<file path="config.mk">
export PLATFORM = sky130hd
export DESIGN_NAME = wb_addr_decode
export DESIGN_NICKNAME = d
export VERILOG_FILES = /design/src/rtl/wb_soc_pkg.sv /design/src/rtl/wb_addr_decode.sv
export VERILOG_INCLUDE_DIRS = /design/src /design/src/rtl
export SDC_FILE = /design/constraint.sdc
export NUM_CORES = 1
export LEC_CHECK = 0
export ABC_AREA = 1
export BUFFER_PORTS_ARGS = -buffer_cell sky130_fd_sc_hd__clkbuf_2
export CAP_MARGIN = 25
export CORE_MARGIN = 8
export CORE_UTILIZATION = 38
export CTS_BUF_LIST = sky130_fd_sc_hd__clkbuf_2
export DETAILED_ROUTE_END_ITERATION = 8
export HOLD_SLACK_MARGIN = 0.03
export PLACE_DENSITY = 0.81
export REMOVE_ABC_BUFFERS = 1
export SYNTH_ARGS = -nofsm -noshare
export SYNTH_HDL_FRONTEND = slang
export SYNTH_SLANG_ARGS = --single-unit
export TNS_END_PERCENT = 30
</file>
<file path="constraint.sdc">
create_clock -name i_clk -period 0.8 [get_ports i_clk]
set_input_delay 0.16 -clock i_clk [delete_from_list [all_inputs] [get_ports i_clk]]
set_output_delay 0.16 -clock i_clk [all_outputs]
set_load 0.01 [all_outputs]
</file>
<file path="src/rtl/wb_soc_macros.svh">
`ifndef WB_SOC_MACROS_SVH
`define WB_SOC_MACROS_SVH

// bus widths, data and select are byte lanes of the data word
`define WB_DW 32
`define WB_AW 30
`define WB_SW 4

// top bits of the word address pick the slave page
`define WB_PAGE_W 9

// on-chip ram depth in words
`define RAM_WORDS 1024

// value returned by the system register block at offset 0
`define SYS_ID_WORD 32'h57B5_0C01

// page map of the main bus
`define PAGE_RAM 9'd0
`define PAGE_SYS 9'd1

// switch/led port sits alone on page 2
`define SWLED_ADDR 30'h0040_0001

`endif

</file>
<file path="src/rtl/wb_soc_pkg.sv">
`default_nettype none

`include "wb_soc_macros.svh"

package wb_soc_pkg;

    // master side of a pipelined wishbone port
    typedef struct packed {
        logic                cyc;
        logic                stb;
        logic                we;
        logic [`WB_AW-1:0]   addr;
        logic [`WB_DW-1:0]   data;
        logic [`WB_SW-1:0]   sel;
    } wb_req_t;

    // slave side, data is valid together with ack
    typedef struct packed {
        logic                ack;
        logic                stall;
        logic                err;
        logic [`WB_DW-1:0]   data;
    } wb_rsp_t;

    // word address, read whole or split into page and offset
    typedef union packed {
        logic [`WB_AW-1:0] word;
        struct packed {
            logic [`WB_PAGE_W-1:0]        page;
            logic [`WB_AW-`WB_PAGE_W-1:0] offset;
        } paged;
    } wb_addr_u;

    // unmapped access report from the decoder
    typedef struct packed {
        logic                valid;
        logic [`WB_AW-1:0]   addr;
    } bus_fault_t;

endpackage

`default_nettype wire

</file>
<file path="src/rtl/wb_addr_decode.sv">
`default_nettype none

`include "wb_soc_macros.svh"

module wb_addr_decode (
    input  wire                      i_clk,
    input  wire                      i_arst_n,
    input  wire wb_soc_pkg::wb_req_t i_req,
    output wb_soc_pkg::wb_rsp_t      o_rsp,
    output logic                     o_ram_stb,
    output logic                     o_sys_stb,
    output logic                     o_swled_stb,
    input  wire                      i_ram_ack,
    input  wire                      i_sys_ack,
    input  wire                      i_swled_ack,
    input  wire [`WB_DW-1:0]         i_ram_data,
    input  wire [`WB_DW-1:0]         i_sys_data,
    input  wire [`WB_DW-1:0]         i_swled_data,
    output wb_soc_pkg::bus_fault_t   o_fault
);
    import wb_soc_pkg::*;

    wb_addr_u          w_addr;
    logic              w_stb;
    logic              w_none_sel;
    logic              r_fault_valid;
    logic [`WB_AW-1:0] r_fault_addr;
    logic              r_ack;
    logic              r_err;
    logic [`WB_DW-1:0] r_data;

    assign w_addr.word = i_req.addr;
    assign w_stb       = i_req.cyc && i_req.stb;

    assign o_ram_stb   = w_stb && (w_addr.paged.page == `PAGE_RAM);
    assign o_sys_stb   = w_stb && (w_addr.paged.page == `PAGE_SYS);
    assign o_swled_stb = w_stb && (w_addr.word == `SWLED_ADDR);
    assign w_none_sel  = !(o_ram_stb || o_sys_stb || o_swled_stb);

    // fault stage lines up with the slave ack stage
    always_ff @(posedge i_clk or negedge i_arst_n) begin
        if (!i_arst_n) begin
            r_fault_valid <= 1'b0;
            r_ack         <= 1'b0;
            r_err         <= 1'b0;
        end else begin
            r_fault_valid <= w_stb && w_none_sel;
            r_ack         <= i_ram_ack || i_sys_ack || i_swled_ack;
            r_err         <= r_fault_valid;
        end
    end

    always_ff @(posedge i_clk) begin
        if (w_stb && w_none_sel) begin
            r_fault_addr <= i_req.addr;
        end
        if (i_sys_ack) begin
            r_data <= i_sys_data;
        end else if (i_ram_ack) begin
            r_data <= i_ram_data;
        end else if (i_swled_ack) begin
            r_data <= i_swled_data;
        end else begin
            r_data <= '0;
        end
    end

    assign o_fault = '{valid: r_fault_valid, addr: r_fault_addr};

    // slaves never stall, so the main bus never does
    assign o_rsp = '{ack: r_ack, stall: 1'b0, err: r_err, data: r_data};

    a_one_slave: assert property (@(posedge i_clk) disable iff (!i_arst_n)
        $onehot0({o_ram_stb, o_sys_stb, o_swled_stb}))
        else $error("more than one slave strobed");

    // every strobe on the main bus ends in exactly one ack or err
    a_resp_latency: assert property (@(posedge i_clk) disable iff (!i_arst_n)
        w_stb |=> ##1 (o_rsp.ack != o_rsp.err))
        else $error("main bus response missing two cycles after strobe");

endmodule

`default_nettype wire

</file>
==> summary.txt, run 1 <==
Place
  • HPWL after DPL: 7410 µm
  • Routability congestion estimate: 0.8175
  • # port buffers: 200

Logic synthesis
  • Synth Register Bits: 65
  • Synth Instances: 260
  • Top cells by area, synth: edfxtp_1 (34%), dfxtp_1 (24%), a21oi_1 (12%), nor2_1 (7.9%), buf_4 (4.5%)
  • Cell taking the most area after synthesis: edfxtp_1
  • Top-area cell type share of the netlist area: 0.3403
  • Ys Warns: 0
  • Post-synthesis cell type count: 19
  • Sequential-to-total area share from yosys stat: 0.6106
  • Syn avg cell area: 10.18 µm²
  • Syn Std Cell Area: 2648 µm²

Run status
  • Exit stage: 4_1_cts
  • First Err: [ERROR RSZ-0060] Max buffer count reached.
  • Outcome: aborted with a tool error

Floorplanning
  • Die Ht: 99.47 µm
  • Initial Util: 0.3919
  • Boundary Pins: approximately 240
  • Row count: 30
  • Die extent in x: 99.47 µm

Clock tree
  • Clock Tree Buf Depth: 2
  • # resized after CTS: 17
  • # hold bufs at CTS: ~110
  • Post-CTS Setup Bufs: 1
  • Root buffer cell: clkbuf_2
  • Number of H-tree levels: 3
  • Inserted Clock Buffers: 9
  • Sink Count: 65
## Yosys cell counts (all sizes together)
library cell and number:
clkinv 1, a21oi 64, nand2 13, edfxtp 30, buf 22, nor2 56
nand3 32, inv 5, dfxtp 32, dfrtp 3, conb 1, nand3b 1
## metrics by stage
step                instances  area [µm²]  setup WS (ps)  setup TNS [ps]
floorplan                 238        2450          -1392          -43080
global placement          547        3821         -476.8          -19250
detailed placement        547        3821         -530.3          -21430
## kinds of logic after synthesis
family                 after synthesis  synth area share
buffers and inverters               28           0.08601
AND/OR/NAND/NOR                    102            0.1782
other                                1          0.001416
AO/OA/AOI/OAI                       64            0.1238
flip-flops                          65            0.6106
==> inputs of run 2 (changes only) <==
Settings changed: CORE_UTILIZATION 38 to 37, CTS_BUF_LIST sky130_fd_sc_hd__clkbuf_2 to default, HOLD_SLACK_MARGIN 0.03 to default, PLACE_DENSITY 0.81 to default, PLACE_DENSITY_LB_ADDON from default to 0.15.
==> summary.txt, run 2 <==
Timing
  • RSZ-0062 raised after global routing: yes
  • Final setup violation count: 99
  • Tmin final: 1105 ps
  • Final cycle utilization of the critical path: 1.382
  • Final-report max-slew violation count: 0
  • Final Hold Viols: 0
  • FMAX: 0.9046 GHz
  • PnR worst setup slack: -305.5 ps
  • Final hold slack: 21.54 ps
  • Clock Skews: 0.03358 ps

Floorplanning
  • Die Ht: ~100 µm
  • Row count: 31
  • Die area: 10,120 µm²
  • Boundary Pins: 239
  • Die extent in x: 100.6 µm
  • Core ar.: 7098 µm²
  • Initial Util: 0.3730

Final layout
  • Share of cells above drive strength 1: 0.5867
  • Max reg flops: 32
  • Layout area overhead: 65.41%
  • Antenna cells: 0
  • Largest Register: r_data
  • Commonest non-fill, non-tap cell in the layout: clkbuf_2
  • Finished Core Util: 0.6170
  • Registers with the most flip-flops: r_data x32, r_fault_addr x30
  • Most frequent cells in the layout: clkbuf_2 (160), a21oi_1 (62), nor2_1 (46)
  • NumNets Final: 661
  • Final instance area: 4379 µm²

Logic synthesis
  • Cell taking the most area after synthesis: edfxtp_1
  • Synth Instances: 260
  • Top-count cell post-synth: a21oi_1
  • XOR/XNOR Fraction of Synth Area: 0
  • Syn Std Cell Area: roughly 2600 µm²
  • Syn avg cell area: 10.18 µm²
  • Top-area cell type share of the netlist area: 0.3403
  • Post-synthesis cell type count: 19
  • Ys Warns: 0
  • Post-synth ARST share: 0.04615
  • Largest family of logic cells by synthesized area: simple AND/OR/NAND/NOR gates
  • Post-synth EDFFs: 30
  • Ys flop type: dfxtp_1
  • Mux contribution to synthesized area: 0
  • Post-Synth Simple-Gate Area: 0.1782
  • Commonest cells in the netlist: a21oi_1 (62), nor2_1 (56), dfxtp_1 (32)
  • Post-synthesis compound-gate area fraction: 0.1238
  • Synth Register Bits: 65
  • Top cells by area, synth: edfxtp_1 (34%), dfxtp_1 (24%), a21oi_1 (12%), nor2_1 (7.9%), buf_4 (4.5%)
  • Sequential-to-total area share from yosys stat: 0.6106
  • Post-Synth Adder-Cell Area: 0

Routing
  • Vias per inst: 4.612
  • WL final: 9020 µm
  • Iter 0 DRT Violations: 70
  • DR vias: about 2,700
  • DRC Markers: 0
  • Mean routed wirelength per cell: 15.16 µm
  • Routed Antenna Nets: 0
  • DR pass1 iterations: 5

Critical path
  • Arrival @ worst endpoint: around 950 ps
  • Crit-path max cell delay: 130 ps
  • CP max-delay cell: buf_2
  • Crit Path Max Fanout: 2
  • Critical Setup Path Class: input pin to primary output
  • Crit path buf inv count: 3
  • Worst EP required: about 640 ps
  • Crit path max-delay family: simple AND/OR/NAND/NOR gates
  • Critical-path cell list: clkbuf_2 -> nor2_4 -> nand2_2 -> nor2_4 -> nand2_2 -> buf_6 -> nor2_2 -> buf_2
  • CP Launch Type: input pin
  • Worst setup EP type: primary output

Power
  • Static Leak: 2.068 nW
  • Worst VDD drop: between 0.7 and 0.8 mV
  • Final Power: 7.995 mW
  • Combinational fraction of design power: 0.183
  • Net Switching: 1.963 mW
  • Internal: 6.031 mW
  • Switching Share: 0.2456
  • Pwr dens: 1826 nW/µm²
  • Sequential Power Share: 0.480
  • Clock power share: 0.337

Place
  • # port buffers: 200
  • HPWL after DPL: 7127 µm
  • Routability congestion estimate: approximately 0.78
  • DP Area: 3850 µm²
  • Place WS: -507.0 ps

Min path
  • HP Class: input pin to flip-flop

Global route
  • Largest net degree at the start of global routing: 24
  • First-pass GRT wire length: about 14,000 µm
  • Initial antenna violation count: 0
  • GR Overflow Total: 0
  • All-Layer GR Usage: 0.1709
  • Number of global-route vias before repair: 2,976

Run status
  • Outcome: complete, but fails checks
  • Failing checks: setup timing

Clock tree
  • Number of H-tree levels: 3
  • Reg clk slew, reported paths: 70 ps
  • Sink Count: 65
  • Clock Tree Buf Depth: 2
  • Clk_lat worst skew: 320 ps
  • Inserted Clock Buffers: 9
  • Root buffer cell: clkbuf_8
  • CTS tree: done

Run
  • Max_cap viols: 0
[run 2: repair_timing]
action	CTS	global route
setup buffers	3	3
gates resized for setup	9	94
endpoints found under the setup margin	99	99
endpoints found under the hold margin	10	0
hold buffers	8	0
pin swaps	6	11
[run 2: worst paths after layout]
check	startpoint	to	cells after the start	slack, ps
max	i_req[64]	o_sys_stb	8	-310
min	i_req[36]	r_fault_addr[0]	1	20
max reg2reg	r_fault_valid	r_err	1	190
min reg2reg	r_fault_valid	r_err	1	480
max in group asynchronous	i_arst_n	r_err	2	520
min in group asynchronous	i_arst_n	r_ack	2	160
[run 2: per-layer routing]
layer  vias to the layer above  GRT usage  routed length, µm
li1                       1351          -                  -
met1                      1228     0.1714               3331
met2                       150     0.2802               4245
met3                        15    0.09530               1252
met4                         0    0.08372                190
met5                         -          0                  0
[run 2: per-stage QoR]
step / setup TNS (ps) / cells
after floorplan: -43080 / 238
after global placement: -18050 / 565
after detailed placement: -18880 / 565
final: -17530 / 595
after global routing: -21870 / 595
after CTS: -17330 / 592
[run 2: cells by family after synthesis]
logic type	count (synthesis)
and+or+nand+nor	102
DFF	65
AOI/OAI and AO/OA	64
buffers and inverters	28
other	1
[run 2: cell type report]
cell class / instances / area [µm²]
clock inverter: 4 / 43.79
inverter: 6 / 30.03
fill: 635 / 2719
timing repair buffer: 242 / 1528
sequential: 65 / 1635
multi-input combinational: 167 / 873.3
tap: 99 / 123.9
clock buffer: 12 / 145.1
[run 2: power by group through the flow]
stage / combinational [mW] / clock, mW / sequential (mW)
floorplan: 0.281 / 0 / 4.03
global placement: 1.31 / 0 / 3.88
detailed placement: 1.32 / 0 / 3.89
CTS: 1.37 / 2.78 / 3.82
global route: 1.60 / 2.89 / 3.86
finish: 1.46 / 2.69 / 3.84
Note: power is estimated with default switching activity, not from simulation.
==> inputs of run 3 (changes only) <==
Settings changed: BUFFER_PORTS_ARGS -buffer_cell sky130_fd_sc_hd__clkbuf_2 to default, CAP_MARGIN 25 to 20, CORE_UTILIZATION 37 to 40, DONT_BUFFER_PORTS from default to 1.
==> summary.txt, run 3 (same netlist as run 2, synthesis figures left out) <==
Run status
  • Outcome: complete, but fails checks
  • Failing checks: hold timing, setup timing

Routing
  • DR pass1 iterations: 4
  • Mean routed wirelength per cell: 20.46 µm
  • Iter 0 DRT Violations: roughly 120
  • WL final: 8797 µm
  • Vias per inst: ~5.3
  • DR vias: 2,298
  • Routed Antenna Nets: 0
  • DRC Markers: 0

Power
  • Pwr dens: 2035 nW/µm²
  • Switching Share: 0.2308
  • Static Leak: 1.436 nW
  • Sequential Power Share: 0.509
  • Clock power share: 0.393
  • Net Switching: 1.831 mW
  • Internal: 6.104 mW
  • Worst VDD drop: 1.792 mV
  • Combinational fraction of design power: 0.098
  • Final Power: between 7 and 8 mW

Final layout
  • Max reg flops: 32
  • Share of cells above drive strength 1: 0.2557
  • Layout area overhead: 47.26%
  • NumNets Final: just over 500
  • Finished Core Util: 0.6105
  • Registers with the most flip-flops: r_data x32, r_fault_addr x30
  • Commonest non-fill, non-tap cell in the layout: dlygate4sd3_1
  • Fillers: 486
  • Most frequent cells in the layout: dlygate4sd3_1 (89), a21oi_1 (62), nor2_1 (42)
  • Largest Register: r_data

Floorplanning
  • Die Ht: 97.36 µm
  • Core ar.: 6386 µm²
  • Row count: 29
  • Die area: 9478 µm²
  • Initial Util: 0.4146
  • Boundary Pins: 239
  • Die extent in x: 97.36 µm

Timing
  • Tmin final: 941.9 ps
  • FMAX: 1.062 GHz
  • RSZ-0062 raised after global routing: yes
  • Final cycle utilization of the critical path: 1.177
  • Final hold slack: -57.58 ps
  • PnR worst setup slack: -141.9 ps
  • Final setup violation count: 98
  • Clock Skews: 0.1768 ps
  • Final Hold Viols: 19
  • Final-report max-slew violation count: 0

Global route
  • Number of global-route vias before repair: 2,492
  • First-pass GRT wire length: about 13,000 µm
  • All-Layer GR Usage: 0.1776
  • Initial antenna violation count: 1
  • GR Overflow Total: 0
  • Largest net degree at the start of global routing: 34

Place
  • # port buffers: 0
  • Place WS: -436.1 ps
  • Routability congestion estimate: 0.7294
  • HPWL after DPL: 5696 µm

Clock tree
  • Clock Tree Buf Depth: 2
  • Number of H-tree levels: 3
  • Sink Count: 65
  • Root buffer cell: clkbuf_8
  • CTS tree: done
  • Clk_lat worst skew: 330 ps
  • Reg clk slew, reported paths: about 80 ps
  • Inserted Clock Buffers: 9

Min path
  • HP Class: input pin to flip-flop

Critical path
  • Arrival @ worst endpoint: 780 ps
  • Worst EP required: about 640 ps
  • CP Launch Type: flip-flop
  • Critical Setup Path Class: flip-flop to primary output
  • Worst setup EP type: primary output
  • Crit Path Max Fanout: 1

Run
  • Max_cap viols: 0
==> run 3: timing repair <==
item	CTS	global route
pin swaps	8	7
hold buffers	86	3
setup buffers	2	0
setup endpoints to repair	98	98
gates resized for setup	54	12
endpoints found under the hold margin	66	27
cloned	0	0
==> run 3: worst paths after layout <==
kind / start / to / slack (ps) / depth (start not counted)
hold / removal: i_swled_ack / r_ack / -60 / 1
hold reg to reg: r_fault_valid / r_err / 470 / 0
setup reg to reg: r_fault_valid / r_err / 240 / 0
max in group asynchronous: i_arst_n / r_ack / 590 / 1
setup / recovery: r_fault_addr[12] / o_fault[12] / -140 / 0
min in group asynchronous: i_arst_n / r_err / 70 / 1
==> run 3: power by group through the flow <==
stage / Clock, mW / Combinational [mW] / Sequential, mW
5_1_grt: 3.36 / 0.849 / 4.07
3_3_place_gp: 0 / 0.364 / 4.10
2_1_floorplan: 0 / 0.281 / 4.03
6_report: 3.12 / 0.775 / 4.04
3_5_place_dp: 0 / 0.376 / 4.09
4_1_cts: 3.19 / 0.745 / 4.05
==> run 3: final cells by class <==
cell class                 count  area, µm²  area share
multi-input combinational    167      895.9      0.2298
clock buffer                  10      137.6     0.03530
clock inverter                 6      91.34     0.02343
sequential                    65       1667      0.4275
timing repair buffer          98      978.4      0.2510
inverter                       6      30.03    0.007702
antenna                        1      2.502   0.0006418
tap                           77      96.34     0.02471
==> run 3: metrics by stage <==
stage | hold WS, ps | instances | TNS, ps | cell area [µm²]
after floorplan | -135.6 | 238 | -43080 | 2450
after global placement | -135.5 | 322 | -12220 | 2614
after detailed placement | -135.5 | 322 | -13740 | 2614
after CTS | -79.15 | 426 | -8207 | 3829
after global routing | -90.90 | 430 | -11330 | 3899
final | -57.58 | 430 | -7601 | 3899
==> run 3: routing by layer <==
metal,part of all wire,global-route usage,vias up
met3,0.16,0.1223,16
met2,0.48,0.2823,175
met5,0,0,-
li1,-,-,1060
met1,0.34,0.1725,1047
met4,0.023,0.08508,0
==> inputs of run 4 (changes only) <==
Settings changed: ABC_AREA 1 to default.
==> summary.txt, run 4 <==
Run status
  • Outcome: complete, but fails checks
  • Failing checks: hold timing, setup timing

Logic synthesis
  • Cell taking the most area after synthesis: edfxtp_1
  • Syn avg cell area: around 12 µm²
  • Syn Std Cell Area: 2406 µm²
  • Top-count cell post-synth: nand2_1
  • Post-synth ARST share: 0.04615
  • Synth Register Bits: 65
  • Commonest cells in the netlist: nand2_1 (35), dfxtp_1 (32), o21ai_1 (32)
  • Post-synth EDFFs: 30
  • Ys Warns: 0
  • Top cells by area, synth: edfxtp_1 (37%), dfxtp_1 (27%), a22oi_1 (9.7%), o21ai_1 (6.7%), nand2_1 (5.5%)
  • Top-area cell type share of the netlist area: 0.3744
  • Sequential-to-total area share from yosys stat: 0.6719
  • Ys flop type: dfxtp_1
  • Post-synthesis cell type count: 25
  • Synth Instances: 201

Clock tree
  • Reg clk slew, reported paths: 70 ps
  • Clock Tree Buf Depth: 2
  • Root buffer cell: clkbuf_8
  • # hold bufs at CTS: 32
  • Number of H-tree levels: 3
  • CTS tree: done
  • Sink Count: 65
  • Inserted Clock Buffers: 9
  • Clk_lat worst skew: 330 ps

Timing
  • Final setup violation count: 99
  • PnR worst setup slack: -399.7 ps
  • Tmin final: 1200 ps
  • RSZ-0062 raised after global routing: yes
  • Clock Skews: 0.3773 ps
  • FMAX: about 0.83 GHz
  • Final-report max-slew violation count: 0
  • Final cycle utilization of the critical path: 1.500
  • Final hold slack: -85.90 ps
  • Final Hold Viols: 32

Global route
  • GRT met3 Usage: 0.09135
  • GRT met2 Usage: 0.2914
  • Largest net degree at the start of global routing: 66
  • First-pass GRT wire length: 11,390 µm
  • GRT met1 Usage: 0.1716
  • All-Layer GR Usage: 0.1718
  • GR Overflow Total: 0
  • Top Usage Layer GRT: met2
  • Number of global-route vias before repair: 1,965
  • Initial antenna violation count: 0

Floorplanning
  • Row count: 28
  • Initial Util: 0.4112
  • Boundary Pins: 239
  • Core ar.: 5851 µm²
  • Die Ht: 93.56 µm
  • Die extent in x: 93.56 µm
  • Die area: 8753 µm²

Final layout
  • Layout area overhead: 33.49%
  • Fillers: 484
  • NumNets Final: between 400 and 500
  • Antenna cells: 0
  • Largest Register: r_data
  • Most frequent cells in the layout: nand2_1 (35), dlygate4sd3_1 (32), a22oi_1 (31), o21ai_1 (31)
  • Registers with the most flip-flops: r_data x32, r_fault_addr x30
  • Finished Core Util: 0.5490
  • Share of cells above drive strength 1: 0.2810
  • Max reg flops: 32
  • Commonest non-fill, non-tap cell in the layout: nand2_1
  • Fin cells: between 300 and 400
  • Final instance area: 3212 µm²

Critical path
  • Arrival @ worst endpoint: 1290 ps
  • Crit path buf inv count: 2
  • Worst EP required: 890 ps
  • CP Launch Type: input pin
  • Critical R2R Capture: r_err
  • CP max-delay cell: nor4b_4
  • R2r startpoint: r_fault_valid
  • R2r setup slk: 240 ps
  • R2R cell count: 0
  • Critical-path cell list: nor4b_4 -> nand4_1 -> o21ai_2 -> a31oi_4 -> buf_12 -> buf_16
  • Crit path max-delay family: simple AND/OR/NAND/NOR gates
  • Critical Setup Path Class: input pin to flip-flop
  • Worst setup EP type: flip-flop
  • Crit-path max cell delay: 280 ps
  • Crit Path Max Fanout: 8

Power
  • Clock power share: 0.359
  • Combinational fraction of design power: 0.073
  • Pwr dens: 2210 nW/µm²
  • Static Leak: about 1.2 nW
  • Switching Share: 0.2223
  • Net Switching: 1.578 mW
  • Worst VDD drop: 1.219 mV
  • Sequential Power Share: 0.568
  • Final Power: 7.098 mW
  • Internal: approximately 5.5 mW

Routing
  • Mean routed wirelength per cell: around 24 µm
  • Routed Antenna Nets: 0
  • DR pass1 iterations: 4
  • Iter 0 DRT Violations: 51
  • Vias per inst: 5.505
  • WL final: slightly below 8000 µm
  • DR vias: 1,745
  • DRC Markers: 0

Run
  • Max_cap viols: 0

Min path
  • HP Class: input pin to flip-flop
  • Hold EP: r_data[4]
  • Hold Startpoint: i_sys_ack
  • Hold Path Cell Cnt: 1

Place
  • DP Area: around 2500 µm²
  • Routability congestion estimate: 0.6685
  • Inst Count DP: 265
  • Place WS: -763.2 ps
  • # port buffers: 0
  • HPWL after DPL: 5590 µm
-- run 4: cell type report --
cell class,instances,area [µm²],share of cell area
multi-input combinational,118,793.3,0.2470
clock inverter,4,43.79,0.01363
tap,75,93.84,0.02922
timing repair buffer,43,484.2,0.1508
sequential,65,1662,0.5173
clock buffer,12,135.1,0.04207
-- run 4: metal layers --
metal,wire [µm],share of wire,vias to the layer above
li1,-,-,811
met1,2668,0.35,784
met2,3914,0.51,137
met3,969,0.13,13
met4,142,0.018,0
met5,0,0,-
-- run 4: what timing repair did --
action                     in CTS  in global routing
setup endpoints to repair      99                 99
pin swaps                       7                  2
hold endpoints to repair       66                 32
buffers inserted                3                  1
cloned                          3                  0
resized for setup              50                  1
-- run 4: power by group through the flow --
stage          combinational, mW  sequential (mW)  clock [mW]
6_report                   0.518             4.03        2.55
5_1_grt                    0.576             4.05        2.79
4_1_cts                    0.540             4.04        2.63
3_5_place_dp               0.319             4.08           0
3_3_place_gp               0.297             4.08           0
2_1_floorplan              0.232             4.02           0
-- run 4: per-stage QoR --
stage	hold slack, ps	TNS [ps]
after floorplan	-135.6	-56480
after global placement	-135.5	-22940
after detailed placement	-135.5	-25030
after CTS	-103.6	-17110
after global routing	-112.1	-18980
final	-85.90	-16300
-- run 4: kinds of logic after synthesis --
logic type	Yosys count	synth area share
AOI/OAI and AO/OA	66	0.1700
DFF	65	0.6719
other	1	0.001559
buffers and inverters	18	0.04212
and+or+nand+nor	51	0.1144
-- run 4: how the worst max path moves through the flow --
stage | slack, ps | end | cells after the start | from
finish | -400 | r_fault_addr[7] | 6 | i_req[57]
global route | -430 | o_swled_stb | 4 | i_req[57]
CTS | -370 | o_ram_stb | 4 | i_req[65]
detailed placement | -760 | r_fault_addr[2] | 6 | i_req[38]
global placement | -700 | r_fault_addr[6] | 6 | i_req[38]
floorplan | -1720 | r_fault_addr[0] | 4 | i_req[58]
